--- src/cache_pkg.sv ---
`default_nettype none

package cache_pkg;

	// address split
	localparam int ADDR_W   = 32;
	localparam int TAG_W    = 24;
	localparam int INDEX_W  = 4;
	localparam int OFFSET_W = 4;

	// data path
	localparam int DATA_W = 64;
	localparam int STRB_W = DATA_W / 8;

	// organization
	localparam int WAY_NUM = 2;
	localparam int SET_NUM = 1 << INDEX_W;
	localparam int BEATS   = 2;
	localparam int LINE_W  = DATA_W * BEATS;

	// cache view of a byte address
	typedef struct packed {
		logic [TAG_W-1:0]    tag;
		logic [INDEX_W-1:0]  index;
		logic                word_sel;
		logic [OFFSET_W-2:0] byte_off;
	} addr_fields_t;

	// flat on the memory side, split inside the cache
	typedef union packed {
		logic [ADDR_W-1:0] flat;
		addr_fields_t      fields;
	} addr_u;

	typedef enum logic [2:0] {
		IDLE,
		LOOKUP,
		WRITE,
		MISS,
		REFILL,
		RESPOND
	} ctrl_state_e;

endpackage

`default_nettype wire

--- src/way_port_if.sv ---
`timescale 1ns/1ps
`default_nettype none

interface way_port_if;
	import cache_pkg::*;

	// access from the controller
	logic [INDEX_W-1:0] index;
	logic               lookup_en;
	logic               word_sel;
	logic [WAY_NUM-1:0] wr_way;
	logic [BEATS-1:0]   wr_bank;
	logic [DATA_W-1:0]  wr_data;
	logic               wr_tag;
	logic [TAG_W-1:0]   tag_in;
	logic               dirty_in;
	logic               set_dirty;

	// lookup results, valid the cycle after lookup_en
	logic               hit;
	logic               hit_way;
	logic [DATA_W-1:0]  hit_word;
	logic               victim_way;
	logic               victim_valid;
	logic               victim_dirty;
	logic [TAG_W-1:0]   victim_tag;
	logic [LINE_W-1:0]  victim_line;

	modport ctrl (
		output index, lookup_en, word_sel, wr_way, wr_bank, wr_data,
		output wr_tag, tag_in, dirty_in, set_dirty,
		input  hit, hit_way, hit_word, victim_way, victim_valid,
		input  victim_dirty, victim_tag, victim_line
	);

	modport ways (
		input  index, lookup_en, word_sel, wr_way, wr_bank, wr_data,
		input  wr_tag, tag_in, dirty_in, set_dirty,
		output hit, hit_way, hit_word, victim_way, victim_valid,
		output victim_dirty, victim_tag, victim_line
	);

endinterface

`default_nettype wire

--- src/cache_ctrl.sv ---
`timescale 1ns/1ps
`default_nettype none

module cache_ctrl (
	input  logic                          clk,
	input  logic                          rst,
	way_port_if.ctrl                      port,
	input  logic                          req_valid,
	input  logic                          req_op,
	input  cache_pkg::addr_u              req_addr,
	input  logic [cache_pkg::STRB_W-1:0] wstrb,
	input  logic [cache_pkg::DATA_W-1:0] wdata,
	output logic                          addr_ok,
	output logic                          data_ok,
	output logic [cache_pkg::DATA_W-1:0] rdata,
	output logic                          mem_rd_valid,
	output logic [cache_pkg::ADDR_W-1:0] mem_rd_addr,
	input  logic                          mem_rd_dvalid,
	input  logic                          mem_rd_last,
	input  logic [cache_pkg::DATA_W-1:0] mem_rd_data,
	output logic                          mem_wr_valid,
	output logic [cache_pkg::ADDR_W-1:0] mem_wr_addr,
	output logic [cache_pkg::LINE_W-1:0] mem_wr_line,
	input  logic                          mem_wr_ready
);
	import cache_pkg::*;

	ctrl_state_e state;
	ctrl_state_e state_nxt;

	// request buffer
	logic              req_op_q;
	addr_u             req_q;
	logic [STRB_W-1:0] strb_q;
	logic [DATA_W-1:0] wdata_q;

	// hit and miss buffers
	logic [DATA_W-1:0] merged_q;
	logic              hit_way_q;
	logic              miss_way_q;
	logic              wb_need_q;
	addr_u             wb_addr_q;
	logic [LINE_W-1:0] wb_line_q;

	logic [$clog2(BEATS)-1:0] beat_q;
	logic [DATA_W-1:0]        refill_word_q;

	logic  req_take;
	logic  beat_take;
	logic  beat_is_req;
	addr_u rd_addr;

	function automatic logic [DATA_W-1:0] merge_bytes(
		input logic [DATA_W-1:0] old_word,
		input logic [DATA_W-1:0] new_word,
		input logic [STRB_W-1:0] strb
	);
		logic [DATA_W-1:0] res;
		res = old_word;
		for (int i = 0; i < STRB_W; i++) begin
			if (strb[i]) begin
				res[i*8 +: 8] = new_word[i*8 +: 8];
			end
		end
		return res;
	endfunction

	assign req_take    = req_valid && addr_ok;
	assign beat_take   = (state == REFILL) && mem_rd_dvalid;
	assign beat_is_req = beat_q == req_q.fields.word_sel;

	always_comb begin
		state_nxt = state;
		case (state)
			IDLE: begin
				if (req_valid) begin
					state_nxt = LOOKUP;
				end
			end
			LOOKUP: begin
				if (!port.hit) begin
					state_nxt = MISS;
				end else if (req_op_q) begin
					state_nxt = WRITE;
				end else begin
					state_nxt = IDLE;
				end
			end
			WRITE: state_nxt = IDLE;
			// clean or empty victim needs no write-back
			MISS: begin
				if (!wb_need_q || mem_wr_ready) begin
					state_nxt = REFILL;
				end
			end
			REFILL: begin
				if (mem_rd_dvalid && mem_rd_last) begin
					state_nxt = RESPOND;
				end
			end
			RESPOND: state_nxt = IDLE;
			default: state_nxt = IDLE;
		endcase
	end

	always_ff @(posedge clk) begin
		if (rst) begin
			state     <= IDLE;
			beat_q    <= '0;
			wb_need_q <= 1'b0;
		end else begin
			state <= state_nxt;
			if (state != REFILL) begin
				beat_q <= '0;
			end else if (mem_rd_dvalid) begin
				beat_q <= beat_q + 1'b1;
			end
			if (state == LOOKUP && !port.hit) begin
				wb_need_q <= port.victim_valid && port.victim_dirty;
			end
		end
	end

	always_ff @(posedge clk) begin
		if (req_take) begin
			req_op_q <= req_op;
			req_q    <= req_addr;
			strb_q   <= wstrb;
			wdata_q  <= wdata;
		end
		if (state == LOOKUP) begin
			hit_way_q       <= port.hit_way;
			merged_q        <= merge_bytes(port.hit_word, wdata_q, strb_q);
			miss_way_q      <= port.victim_way;
			wb_addr_q.flat  <= {port.victim_tag, req_q.fields.index, {OFFSET_W{1'b0}}};
			wb_line_q       <= port.victim_line;
		end
		// keep the requested beat for the response
		if (beat_take && beat_is_req) begin
			refill_word_q <= mem_rd_data;
		end
	end

	// lookup address comes straight from the request while idle
	assign port.index     = (state == IDLE) ? req_addr.fields.index : req_q.fields.index;
	assign port.word_sel  = (state == IDLE) ? req_addr.fields.word_sel : req_q.fields.word_sel;
	assign port.tag_in    = (state == IDLE) ? req_addr.fields.tag : req_q.fields.tag;
	assign port.lookup_en = req_take;
	assign port.wr_tag    = beat_take;
	assign port.dirty_in  = req_op_q;
	assign port.set_dirty = state == WRITE;

	always_comb begin
		port.wr_way  = '0;
		port.wr_bank = '0;
		port.wr_data = merged_q;
		if (state == WRITE) begin
			port.wr_way  = WAY_NUM'(1) << hit_way_q;
			port.wr_bank = BEATS'(1) << req_q.fields.word_sel;
		end else if (beat_take) begin
			port.wr_way  = WAY_NUM'(1) << miss_way_q;
			port.wr_bank = BEATS'(1) << beat_q;
			// write miss lays its bytes over the matching beat
			if (req_op_q && beat_is_req) begin
				port.wr_data = merge_bytes(mem_rd_data, wdata_q, strb_q);
			end else begin
				port.wr_data = mem_rd_data;
			end
		end
	end

	always_comb begin
		rd_addr                 = req_q;
		rd_addr.fields.word_sel = 1'b0;
		rd_addr.fields.byte_off = '0;
	end

	assign addr_ok = state == IDLE;
	assign data_ok = (state == LOOKUP && port.hit) || (state == RESPOND);
	assign rdata   = (state == RESPOND) ? refill_word_q : port.hit_word;

	assign mem_rd_valid = state == REFILL;
	assign mem_rd_addr  = rd_addr.flat;
	assign mem_wr_valid = (state == MISS) && wb_need_q;
	assign mem_wr_addr  = wb_addr_q.flat;
	assign mem_wr_line  = wb_line_q;

endmodule

`default_nettype wire

--- src/flat_wrapper.sv ---
// flat-port wrapper written by rule: the top's interface ports become plain ports
module cache_ctrl_flat import cache_pkg::*;
  (clk, rst, req_valid, req_op, req_addr, wstrb, wdata, addr_ok, data_ok, rdata, mem_rd_valid, mem_rd_addr, mem_rd_dvalid, mem_rd_last, mem_rd_data, mem_wr_valid, mem_wr_addr, mem_wr_line, mem_wr_ready, port_index, port_lookup_en, port_word_sel, port_wr_way, port_wr_bank, port_wr_data, port_wr_tag, port_tag_in, port_dirty_in, port_set_dirty, port_hit, port_hit_way, port_hit_word, port_victim_way, port_victim_valid, port_victim_dirty, port_victim_tag, port_victim_line);
  way_port_if port_i ();
  input  logic clk;
  input  logic rst;
  input  logic req_valid;
  input  logic req_op;
  input  cache_pkg::addr_u req_addr;
  input  logic [cache_pkg::STRB_W-1:0] wstrb;
  input  logic [cache_pkg::DATA_W-1:0] wdata;
  output logic addr_ok;
  output logic data_ok;
  output logic [cache_pkg::DATA_W-1:0] rdata;
  output logic mem_rd_valid;
  output logic [cache_pkg::ADDR_W-1:0] mem_rd_addr;
  input  logic mem_rd_dvalid;
  input  logic mem_rd_last;
  input  logic [cache_pkg::DATA_W-1:0] mem_rd_data;
  output logic mem_wr_valid;
  output logic [cache_pkg::ADDR_W-1:0] mem_wr_addr;
  output logic [cache_pkg::LINE_W-1:0] mem_wr_line;
  input  logic mem_wr_ready;
  output wire logic [$bits(port_i.index)-1:0] port_index;
  output wire logic [$bits(port_i.lookup_en)-1:0] port_lookup_en;
  output wire logic [$bits(port_i.word_sel)-1:0] port_word_sel;
  output wire logic [$bits(port_i.wr_way)-1:0] port_wr_way;
  output wire logic [$bits(port_i.wr_bank)-1:0] port_wr_bank;
  output wire logic [$bits(port_i.wr_data)-1:0] port_wr_data;
  output wire logic [$bits(port_i.wr_tag)-1:0] port_wr_tag;
  output wire logic [$bits(port_i.tag_in)-1:0] port_tag_in;
  output wire logic [$bits(port_i.dirty_in)-1:0] port_dirty_in;
  output wire logic [$bits(port_i.set_dirty)-1:0] port_set_dirty;
  input wire logic [$bits(port_i.hit)-1:0] port_hit;
  input wire logic [$bits(port_i.hit_way)-1:0] port_hit_way;
  input wire logic [$bits(port_i.hit_word)-1:0] port_hit_word;
  input wire logic [$bits(port_i.victim_way)-1:0] port_victim_way;
  input wire logic [$bits(port_i.victim_valid)-1:0] port_victim_valid;
  input wire logic [$bits(port_i.victim_dirty)-1:0] port_victim_dirty;
  input wire logic [$bits(port_i.victim_tag)-1:0] port_victim_tag;
  input wire logic [$bits(port_i.victim_line)-1:0] port_victim_line;
  assign port_index = port_i.index;
  assign port_lookup_en = port_i.lookup_en;
  assign port_word_sel = port_i.word_sel;
  assign port_wr_way = port_i.wr_way;
  assign port_wr_bank = port_i.wr_bank;
  assign port_wr_data = port_i.wr_data;
  assign port_wr_tag = port_i.wr_tag;
  assign port_tag_in = port_i.tag_in;
  assign port_dirty_in = port_i.dirty_in;
  assign port_set_dirty = port_i.set_dirty;
  assign port_i.hit = port_hit;
  assign port_i.hit_way = port_hit_way;
  assign port_i.hit_word = port_hit_word;
  assign port_i.victim_way = port_victim_way;
  assign port_i.victim_valid = port_victim_valid;
  assign port_i.victim_dirty = port_victim_dirty;
  assign port_i.victim_tag = port_victim_tag;
  assign port_i.victim_line = port_victim_line;
  cache_ctrl u_core (.clk(clk), .rst(rst), .port(port_i), .req_valid(req_valid), .req_op(req_op), .req_addr(req_addr), .wstrb(wstrb), .wdata(wdata), .addr_ok(addr_ok), .data_ok(data_ok), .rdata(rdata), .mem_rd_valid(mem_rd_valid), .mem_rd_addr(mem_rd_addr), .mem_rd_dvalid(mem_rd_dvalid), .mem_rd_last(mem_rd_last), .mem_rd_data(mem_rd_data), .mem_wr_valid(mem_wr_valid), .mem_wr_addr(mem_wr_addr), .mem_wr_line(mem_wr_line), .mem_wr_ready(mem_wr_ready));
endmodule
--- config.mk ---
export PLATFORM = sky130hd
export DESIGN_NAME = cache_ctrl_flat
export DESIGN_NICKNAME = d
export VERILOG_FILES = /design/src/cache_pkg.sv /design/src/way_port_if.sv /design/src/cache_ctrl.sv /design/src/flat_wrapper.sv
export SDC_FILE = /design/constraint.sdc
export NUM_CORES = 1
export LEC_CHECK = 0
export BUFFER_PORTS_ARGS = -buffer_cell sky130_fd_sc_hd__clkbuf_2
export CORE_AREA = 2 2 297 299
export CTS_BUF_LIST = sky130_fd_sc_hd__clkbuf_4
export CTS_CLUSTER_DIAMETER = 200
export CTS_CLUSTER_SIZE = 28
export DETAILED_ROUTE_END_ITERATION = 8
export DIE_AREA = 0 0 299 301
export GPL_TIMING_DRIVEN = 0
export PLACE_DENSITY_LB_ADDON = 0.2
export RECOVER_POWER = 100
export SLEW_MARGIN = 25
export SYNTH_ARGS = -nofsm -noshare
export SYNTH_HDL_FRONTEND = slang
export SYNTH_SLANG_ARGS = --single-unit
export TNS_END_PERCENT = 20
--- constraint.sdc ---
create_clock -name clk -period 18.2 [get_ports clk]
set_clock_uncertainty 0.15 [all_clocks]
set_input_delay 3.64 -clock clk [delete_from_list [all_inputs] [get_ports clk]]
set_output_delay 3.64 -clock clk [all_outputs]
set_load 0.1 [all_outputs]
# [After elaboration in Yosys (flattened, before gate mapping)]
# Index checks and enable logic that the tools add are counted.
[word_totals] reg_bits=396 latchBits=0 mem_bits_rw=0 romBits=0 wordCells=77 n_memories=0
[classes] n_addsub=1 n_mul=0 n_div=0 n_lt_le_gt_ge=0 n_eq_ne=10 n_shift=4 mux=33 n_bitwise=0 reduce_logical=16
[op_table] op="2-to-1 mux 64 bit" count=4
[op_table] op="2-to-1 mux 8 bit" count=16
[op_table] op="2-to-1 mux 24 bit" count=1
[op_table] op="2-to-1 mux 3 bit" count=4
[op_table] op="one-hot mux 3 bit (4 select lines)" count=1
[op_table] op="2-to-1 mux 2 bit" count=5
[op_table] op="logical AND 1 bit" count=9
[op_table] op="<< shifter 1 x 1 -> 2 bit, first input constant" count=4
[op_table] op="equality test 3 x 2 -> 1 bit, second input constant" count=2
[op_table] op="equality test 3 bit, second input constant" count=2
[op_table] op="2-to-1 mux 4 bit" count=1
[op_table] op="inequality test 2 x 1 -> 1 bit, second input constant" count=2
[op_table] op="equality test 3 x 1 -> 1 bit, second input constant" count=1
[op_table] op="zero test 3 bit" count=1
[op_table] op="inequality test 3 bit, second input constant" count=1
[op_table] op="AND reduction 3 bit" count=1
[op_table] op="zero test 1 bit" count=2
[op_table] op="logical OR 1 bit" count=2
[op_table] op="inequality test 2 bit, second input constant" count=1
[op_table] op="OR reduction 2 bit" count=1
[op_table] op="adder 1 bit, second input constant" count=1
[op_table] op="equality test 1 bit" count=1
[op_table] op="2-to-1 mux 1 bit" count=1

# [Logic depth before layout (Yosys ltp)]
# Gate-level depths: netlist of run 1.
[depth] depth_word=5 depth_mapped=8 mapped_depth_nobuf=4

# [Least setup slack after synthesis of run 1]
# Ideal clock, no wire load.
[synth_timing] kind="register -> register" startpoint="reg u_core.state[0]" endpoint="reg u_core.state[1]" setup_ns=0.130 arrival_ns=18.215 required_time_ns=17.920 path_slack_ns=-0.295 path_stages_with_launch=4 path_buffers=0 path_cell_list="dfxtp_1 nor3b_1 o21ai_0 a21boi_0"
[synth_via] elab_chain_cells=3 word_cells_on_any_way=9 classes_between="6 x eq/ne; 1 x mux; 2 x reduce/logical"
[synth_rtl] element="start, declared" line="cache_ctrl.sv:28" source="ctrl_state_e state;"
[synth_rtl] element="start signal, assigned" line="cache_ctrl.sv:112" source="state <= state_nxt;"
[synth_rtl] element="equality test 3 x 2 -> 1 bit (tied with other cells)" line="cache_ctrl.sv:74" source="case (state)"
[synth_rtl] element="inequality test 2 x 1 -> 1 bit (no line) / inequality test 2 bit (equally long branches)"
[synth_rtl] element="AND reduction 3 bit (no line)"
# Parallel ways exist; a longest one is shown, timed or not.
# A chain may end at the register's enable or synchronous reset.

# [Worst setup path in the final report of run 1]
[layout_timing] startpoint="in req_valid" endpoint="out port_lookup_en"
[layout_via] elab_chain_cells=1
[layout_rtl] element="start, declared" line="flat_wrapper.sv:7" source="input logic req_valid;"
[layout_rtl] element="logical AND 1 bit" line="cache_ctrl.sv:68" source="assign req_take = req_valid && addr_ok;"
[layout_rtl] element="end, declared" line="flat_wrapper.sv:25" source="output wire logic [$bits(port_i.lookup_en)-1:0] port_lookup_en;"
# No other way between the ends.

==> results of run 1 <==
## final cells by class
class / instances / area (µm²) / area share (%)
antenna: 14 / 35.0 / 0.168
tap: 1155 / 1450 / 6.93
sequential: 393 / 11800 / 56.3
clock inverter: 1 / 30.0 / 0.144
multi-input combinational: 473 / 3570 / 17.1
buffer: 101 / 658 / 3.15
timing repair buffer: 770 / 3180 / 15.2
clock buffer: 24 / 180 / 0.863
inverter: 5 / 18.8 / 0.0899
## registers in the layout, indices dropped and copies added, names as in the netlist, 3 cells and up
register and flops:
u_core.req_q 29, u_core.mem_wr_addr 28, u_core.wdata_q 64, u_core.mem_wr_line 128, u_core.state 3, u_core.refill_word_q 64
u_core.merged_q 64, u_core.strb_q 8
## path summary, 6_finish.rpt
check                    startpoint                      to  cells past startpoint  slack (ns)
setup / recovery          req_valid          port_lookup_en                      4        6.17
hold / removal    u_core.wdata_q[4]      u_core.merged_q[4]                      1        0.37
setup reg to reg    u_core.state[0]  u_core.mem_wr_line[64]                      8       11.39
hold reg to reg   u_core.wdata_q[4]      u_core.merged_q[4]                      1        0.37
## synth_stat cells
cell type	count
nand4_1	65
nor3_2	1
nor2_1	4
buf_4	51
a21oi_1	2
edfxtp_1	388
conb_1	1
a22o_1	2
dfxtp_1	5
a21boi_0	2
xnor2_2	1
o21ai_0	3
mux2_1	2
nand2_1	74
o22ai_1	2
inv_1	4
xor2_1	1
nand4bb_1	1
o211ai_1	64
nor3_1	1
nand3b_1	2
clkbuf_1	12
clkbuf_2	1
buf_2	30
nand2b_1	2
a21o_1	1
and3b_1	1
nor3b_1	2
a31oi_1	1
and2_1	10
xnor2_1	1
inv_2	1
nand3_1	65
buf_6	7
mux2_2	155
## metal layers
layer  GRT usage [%]  vias up  wire length (µm)
met5               0        -               248
met4            3.20       34              1480
met3            5.07       95              5850
met2            27.3      524             36800
met1            14.9     5830             24200
li1                -     5315                 -
## metrics by stage
| step | total power [mW] | cell area, µm² |
|---|---|---|
| 2_1_floorplan | 1.68 | 16000 |
| 3_3_place_gp | 1.85 | 21200 |
| 3_5_place_dp | 1.84 | 21600 |
| 4_1_cts | 2.21 | 21800 |
| 5_1_grt | 2.22 | 20900 |
| 6_report | 2.14 | 20900 |
## layout by cell type, fill, tap and decap left out, drive strengths merged, types with 3 or more instances in the layout
cell and n:
nand4 65, buf 85, nand2 74, o211ai 64, dfxtp 5, mux2 157, nand3 65, and2 10
edfxtp 388, inv 5, conb 8, clkbuf 810, diode 14, o21ai 3, nor2 4
## power groups by stage
stage | Combinational [mW] | Sequential (mW) | Clock [mW]
global placement | 0.710 | 1.14 | 0
floorplan | 0.364 | 1.31 | 0
detailed placement | 0.727 | 1.11 | 0
finish | 0.687 | 1.09 | 0.358
CTS | 0.728 | 1.09 | 0.386
global route | 0.712 | 1.10 | 0.406
## kinds of logic (layout without fill, tap and decap cells)
kind of cell    count (synthesis)  count (layout)  synth area share, %
flops                         393             393                 73.6
simple gates                  228             228                 7.30
mux                           157             157                 11.1
buf+inv                       106             901                 4.26
compound gates                 77              77                 3.53
xor+xnor                        3               3                0.212
other cells                     1              22               0.0235
==> results.json, run 1 <==
{
  "powerDensity_nw_per_um2": 103,
  "maxSlewViolCount": 140,
  "yosysTopAreaCell": "edfxtp_1",
  "crit_path_end_kind": "output port",
  "synth.avg_cell_area_um2": 16.5,
  "viasPerCell": 4.02,
  "synth.distinct_cells": 35,
  "grt_pass1_wl_mm": 92.5,
  "finalSetupViolations": 0,
  "clk_pin_slew_worst_paths_ns": 0.30,
  "start_util_pct": 18.5,
  "clk_latency_ns": 0.90,
  "dp.cells": 2897,
  "antenna_found_initial": 38,
  "rows": 108,
  "vdd_drop_max_v": 0.0000545,
  "htree_levels": 1,
  "p_clk_share_pct": 16.7,
  "switchingPower_uw": 908,
  "grt_max_degree": 46,
  "rsz0062_at_grt": "no",
  "drt_iter0_drc": 533,
  "slowest_delay_ns": 2.02,
  "yosys_register_bits": 393,
  "ys_seq_area_share_pct": 73.6,
  "core_um2": 86500,
  "critPathTopFamily": "buffers and inverters",
  "setup_tns_ns": 0,
  "clock_path_buffers": 3,
  "root_buffer": "clkbuf_4",
  "cts_tree": "built",
  "cts-buffers-inserted": 18,
  "cpMostUsedCell": "clkbuf_1",
  "critPathSlowestCell": "clkbuf_1",
  "dpl_worst_slack_ns": 8.59,
  "via_count": 11798,
  "crit_buf_inv": 3,
  "required_ns": 14.41,
  "p_int_mw": 1.23,
  "n_fill_cell": 9472,
  "port_buffers": 745,
  "setup_ws_ns": 6.17,
  "yosys_warnings": 0,
  "route.detailed.drc": 0,
  "area_growth_pct": 30.7,
  "synth.area.top_cells": "edfxtp_1 (73%), mux2_2 (11%), o211ai_1 (3.0%), nand4_1 (2.5%), buf_4 (2.4%)",
  "failed_checks": "capacitance limit, slew limit",
  "die-area_um2": 90000,
  "seq_power_share_pct": 51.2,
  "finalHoldViolations": 0,
  "status": "finished, violations left",
  "slew_headroom_pct": -81.8,
  "comb_power_share_pct": 32.1,
  "p_leak_nw": 7.15,
  "synth_area_um2": 16000,
  "crit_type": "input port to output port",
  "fmax_ghz": 0.0831,
  "routed_wl_mm": 68.6,
  "wire_per_inst_um": 23.3,
  "final_cells": 2936,
  "yosysTopAreaCellShare_pct": 73.0,
  "switching_share_pct": 42.5,
  "die_w_um": 299,
  "grt_overflow": 0,
  "cp-start-kind": "input port",
  "worst_pin_slew_ns": 2.73,
  "crit_arrival_ns": 8.24,
  "ant_nets": 0,
  "hold_buffers": 0,
  "holdWs_ns": 0.372,
  "period_share_pct": 66.1,
  "crit_path_max_fanout": 45,
  "pin_count": 757,
  "hpwl_mm": 54.7,
  "fp.dieH_um": 301,
  "cts.repair.resized": 0,
  "drive_gt1_share_pct": 28.2,
  "grt_util_all_layers_pct": 14.3,
  "clock_sinks": 393,
  "post_cts_buffers": 0,
  "drv_cap": 5,
  "finalCriticalPeriod_ns": 12.03,
  "nets": 2158,
  "drt-pass1-iter-count": 5,
  "min_path_type": "register to register",
  "path_cells": "clkbuf_1 > and2_0 > clkbuf_1 > clkbuf_1",
  "post-route-util_pct": 24.1,
  "postSynthCellCount": 965,
  "gp_congestion": 0.806,
  "grt_pass1_vias": 12281
}
(Power assumes the default switching activity.)
==> run 2, diff against run 1 <==
- clock period: 18.2 -> 10.8 ns (I/O delays scaled with it)
==> run 2 against run 1 <==
  * The flow still finishes with violations (capacitance limit, slew limit)
  * Die area unchanged
  * Wire length is essentially flat
  * Cell count is the same
  * Worst setup slack got worse by 3.2 ns
  * Combinational power up 69%
  * Largest cell class unchanged
  * Final area about the same
  * Critical path depth up 4
  * Core utilization about the same
  * Critical path type unchanged
  * Sequential power up 69%
  * Global-route usage is the same
==> results.json, run 2 (synthesis gave the netlist of run 1 again) <==
{
  "powerDensity_nw_per_um2": 173,
  "via_count": 11780,
  "min_path_type": "register to register",
  "power_mw": 3.61,
  "drive_gt1_share_pct": 28.2,
  "clock_sinks": 393,
  "clock_path_buffers": 3,
  "failed_checks": "capacitance limit, slew limit",
  "viasPerCell": 4.01,
  "clk_latency_ns": 0.89,
  "hpwl_mm": 54.7,
  "finalSetupViolations": 0,
  "port_buffers": 745,
  "core_um2": 86500,
  "p_leak_nw": 7.16,
  "drv_cap": 4,
  "slew_headroom_pct": -70.8,
  "grt_overflow": 0,
  "start_util_pct": 18.5,
  "route.detailed.drc": 0,
  "p_clk_share_pct": 16.7,
  "grt_max_degree": 46,
  "cts_tree": "built",
  "p_int_mw": 2.08,
  "final_cell_mix": "clkbuf_1 (555), edfxtp_1 (388), clkbuf_2 (241), mux2_2 (155), nand2_1 (74)",
  "largest_reg_flops": 128,
  "r2r_slack_ns": 3.98,
  "setup_ws_ns": 3.01,
  "rsz0062_at_grt": "no",
  "fp.dieH_um": 301,
  "die_w_um": 299,
  "gp_congestion": 0.806,
  "hold_buffers": 0,
  "fmax_ghz": 0.128,
  "finalCriticalPeriod_ns": 7.79,
  "rows": 108,
  "r2r_end": "u_core.mem_wr_line[64]",
  "ant_nets": 0,
  "cp-start-kind": "input port",
  "post_cts_buffers": 0,
  "r2r_cells": 9,
  "maxSlewViolCount": 93,
  "dpl_worst_slack_ns": 4.15,
  "period_share_pct": 72.1,
  "hold_depth": 1,
  "grt_pass1_wl_mm": 92.5,
  "routed_wl_mm": 68.6,
  "final_common_cell": "clkbuf_1",
  "crit_type": "input port to output port",
  "seq_power_share_pct": 51.1,
  "switching_share_pct": 42.4,
  "wire_per_inst_um": 23.3,
  "antenna_found_initial": 38,
  "drt-pass1-iter-count": 5,
  "cts-buffers-inserted": 18,
  "die-area_um2": 90000,
  "finalHoldViolations": 0,
  "cts.repair.resized": 0,
  "nets": 2158,
  "worst_pin_slew_ns": 2.56,
  "root_buffer": "clkbuf_4",
  "crit_path_end_kind": "output port",
  "switchingPower_mw": 1.53,
  "hold_end": "u_core.merged_q[4]",
  "htree_levels": 1,
  "comb_power_share_pct": 32.2,
  "r2r_start": "u_core.state[1]",
  "drt_iter0_drc": 537,
  "status": "finished, violations left",
  "crit_arrival_ns": 5.48,
  "grt_pass1_vias": 12281,
  "vdd_drop_max_v": 0.0000915,
  "clk_pin_slew_worst_paths_ns": 0.31,
  "n_fill_cell": 9469,
  "pin_count": 757,
  "crit_path_max_fanout": 10,
  "area_growth_pct": 30.7,
  "grt_util_all_layers_pct": 14.3,
  "hp-start": "u_core.wdata_q[4]",
  "required_ns": 8.49
}
[run 2: metrics by stage]
stage | hold WS (ns) | setup TNS (ns) | instances | instance area (µm²) | util, %
detailed placement | 0.338 | 0 | 2897 | 21600 | 25.0
CTS | 0.359 | 0 | 2922 | 21800 | 25.2
floorplan | 0.294 | 0 | 972 | 16000 | -
finish | 0.365 | 0 | 2936 | 20900 | 24.1
global route | 0.369 | 0 | 2931 | 20900 | 24.1
global placement | 0.318 | -1015.89 | 2872 | 21200 | 24.5
[run 2: worst max-delay path: stages]
cell,delay [ns]
clkbuf_1,0.12
nand4bb_1,0.11
clkbuf_1,0.38
clkbuf_1,0.77
clkbuf_1,0.63
nand2_1,0.12
nand3_1,0.10
clkbuf_1,1.07
[run 2: how the worst max path moves through the flow]
stage	to	slack [ns]	from
after floorplan	u_core.state[1]	0.56	u_core.state[1]
after global placement	u_core.state[1]	-5.15	u_core.state[1]
after detailed placement	port_wr_data[26]	4.15	mem_rd_dvalid
after CTS	port_wr_data[26]	4.14	mem_rd_dvalid
after global routing	port_lookup_en	2.56	u_core.state[1]
final	port_wr_data[30]	3.01	mem_rd_dvalid
[run 2: power groups by stage]
| stage | Clock [mW] | Sequential, mW | Combinational, mW |
|---|---|---|---|
| detailed placement | 0 | 1.88 | 1.23 |
| floorplan | 0 | 2.21 | 0.614 |
| global route | 0.684 | 1.85 | 1.20 |
| finish | 0.602 | 1.84 | 1.16 |
| global placement | 0 | 1.92 | 1.20 |
| CTS | 0.651 | 1.84 | 1.23 |
[run 2: area by class of cell]
| type | count | area, µm² | share of cell area, % |
|---|---|---|---|
| Antenna cell | 14 | 35.0 | 0.168 |
| Buffer | 101 | 629 | 3.02 |
| Clock buffer | 24 | 180 | 0.863 |
| Clock inverter | 1 | 30.0 | 0.144 |
| Inverter | 5 | 18.8 | 0.0899 |
| Multi-Input combinational cell | 473 | 3570 | 17.1 |
| Sequential cell | 393 | 11800 | 56.3 |
| Tap cell | 1155 | 1450 | 6.92 |
| Timing Repair Buffer | 770 | 3210 | 15.4 |
[run 2: layer usage]
layer / GRT usage, % / vias to the layer above / wire length [µm]
met5: 0 / - / 252
met4: 3.20 / 34 / 1470
met3: 5.07 / 96 / 5950
met2: 27.3 / 539 / 36800
met1: 14.9 / 5795 / 24100
li1: - / 5316 / -
==> run 3, diff against run 2 <==
- clock period: 10.8 -> 7.9 ns (I/O delays scaled with it)
==> run 3 against run 2 <==
  * The flow still finishes with violations (capacitance limit, slew limit)
  * Core utilization grew 0.12 points
  * Global-route usage is 0.054 points higher
  * Wire length rose by 0.37%
  * Clock power increased by 35%
  * Critical path type is now register to output port
  * Total power grew 37%
==> results.json, run 3 (synthesis gave the netlist of run 1 again) <==
{
  "status": "finished, violations left",
  "failed_checks": "capacitance limit, slew limit",
  "seq_power_share_pct": 51.1,
  "wire_per_inst_um": 23.4,
  "final_area_um2": 21000,
  "grt_pass1_vias": 12312,
  "fp.dieH_um": 301,
  "largest_reg_flops": 128,
  "slew_headroom_pct": -54.2,
  "hold_buffers": 0,
  "drive_gt1_share_pct": 31.5,
  "crit_buf_inv": 2,
  "switchingPower_mw": 2.09,
  "grt_pass1_wl_mm": 92.7,
  "maxSlewViolCount": 69,
  "route.detailed.drc": 0,
  "drt_iter0_drc": 543,
  "finalCriticalPeriod_ns": 6.47,
  "via_count": 11844,
  "htree_levels": 1,
  "critPathTopFamily": "buffers and inverters",
  "nets": 2159,
  "ant_nets": 0,
  "grt_util_all_layers_pct": 14.4,
  "hpwl_mm": 54.8,
  "fmax_ghz": 0.155,
  "final_cell_mix": "clkbuf_1 (497), edfxtp_1 (388), clkbuf_2 (303), mux2_2 (155), nand2_1 (74)",
  "comb_power_share_pct": 32.4,
  "clock_path_buffers": 3,
  "clk_latency_ns": 0.86,
  "crit_arrival_ns": 4.74,
  "area_growth_pct": 31.3,
  "post_cts_buffers": 0,
  "vdd_drop_max_v": 0.000133,
  "die-area_um2": 90000,
  "pin_count": 757,
  "core_um2": 86500,
  "grt_max_degree": 41,
  "cts_tree": "built",
  "powerDensity_nw_per_um2": 235,
  "worst_pin_slew_ns": 2.31,
  "required_ns": 6.17,
  "slowest_delay_ns": 0.97,
  "cp-start-kind": "register",
  "crit_type": "register to output port",
  "setup_tns_ns": 0,
  "period_share_pct": 81.9,
  "grt_overflow": 0,
  "n_fill_cell": 9503,
  "routed_wl_mm": 68.8,
  "gp_congestion": 0.808,
  "switching_share_pct": 42.3,
  "start_util_pct": 18.5,
  "root_buffer": "clkbuf_4",
  "p_int_mw": 2.84,
  "placed_area_um2": 21600,
  "crit_path_end_kind": "output port",
  "p_leak_nw": 7.34,
  "finalSetupViolations": 0,
  "p_clk_share_pct": 16.5,
  "rsz0062_at_grt": "no",
  "cpMostUsedCell": "clkbuf_1",
  "port_buffers": 745,
  "path_cells": "clkbuf_1 > nand2_1 > o211ai_1 > nand3_1 > clkbuf_1",
  "crit_path_max_fanout": 10,
  "clock_sinks": 393,
  "rows": 108,
  "final_common_cell": "clkbuf_1",
  "viasPerCell": 4.04,
  "cts-buffers-inserted": 18,
  "critPathSlowestCell": "clkbuf_1",
  "clk_pin_slew_worst_paths_ns": 0.30,
  "drv_cap": 3,
  "die_w_um": 299,
  "finalHoldViolations": 0,
  "drt-pass1-iter-count": 5,
  "cts.repair.resized": 0,
  "antenna_found_initial": 36,
  "min_path_type": "register to register"
}
[run 3: cell types whose count changed in the layout (fill, tap and decap cells not counted)]
cell,before,now
and2_4,0,1
buf_6,7,8
buf_1,0,1
buf_2,22,15
buf_8,0,2
clkbuf_2,241,303
diode_2,14,12
and2_0,1,0
clkbuf_1,555,497
[run 3: per-stage QoR]
stage / power (mW) / std cells / util, % / hold slack, ns / setup WS (ns)
6_report: 4.93 / 2935 / 24.2 / 0.358 / 1.43
2_1_floorplan: 3.85 / 972 / - / 0.294 / 0.950
3_3_place_gp: 4.24 / 2872 / 24.5 / 0.318 / -2.72
4_1_cts: 5.08 / 2923 / 25.2 / 0.341 / 1.82
5_1_grt: 5.12 / 2929 / 24.2 / 0.335 / 1.04
3_5_place_dp: 4.24 / 2898 / 24.9 / 0.328 / 2.54
[run 3: path summary, 6_finish.rpt]
| kind | startpoint | end | slack, ns | cells after the start |
|---|---|---|---|---|
| worst max-delay path | u_core.port.dirty_in | port_wr_data[3] | 1.43 | 5 |
| worst min-delay path | u_core.wdata_q[58] | u_core.merged_q[58] | 0.36 | 1 |
| worst max register to register | u_core.state[0] | u_core.mem_wr_line[40] | 1.83 | 9 |
| worst min register to register | u_core.wdata_q[58] | u_core.merged_q[58] | 0.36 | 1 |
[run 3: worst reg2reg max path: stages, from the launching register on]
cell	delay [ns]
dfxtp_1	0.56
nor3b_1	0.85
clkbuf_1	0.42
clkbuf_1	0.61
clkbuf_1	0.40
clkbuf_1	0.49
clkbuf_1	0.54
clkbuf_1	0.59
clkbuf_1	0.63
clkbuf_1	0.55
[run 3: area by class of cell]
type | count | area [µm²] | area share, %
inverter | 5 | 18.8 | 0.0895
multi-input combinational | 473 | 3570 | 17.0
timing repair buffer | 771 | 3330 | 15.9
buffer | 101 | 621 | 2.96
sequential | 393 | 11800 | 56.0
clock inverter | 1 | 30.0 | 0.143
antenna | 12 | 30.0 | 0.143
clock buffer | 24 | 180 | 0.859
tap | 1155 | 1450 | 6.89
[run 3: routing by layer]
layer,routed length [µm],up-vias,GRT usage (%),part of all wire (%)
met2,37600,545,28.0,55
met3,6110,92,5.35,8.9
met1,23600,5867,14.5,34
li1,-,5308,-,-
met4,1260,32,2.71,1.8
met5,215,-,0,0.31
[run 3: power groups by stage]
stage / combinational [mW] / clock [mW] / sequential, mW
final: 1.60 / 0.814 / 2.52
after CTS: 1.68 / 0.882 / 2.52
after global placement: 1.64 / 0 / 2.61
after detailed placement: 1.68 / 0 / 2.57
after floorplan: 0.840 / 0 / 3.01
after global routing: 1.65 / 0.930 / 2.54
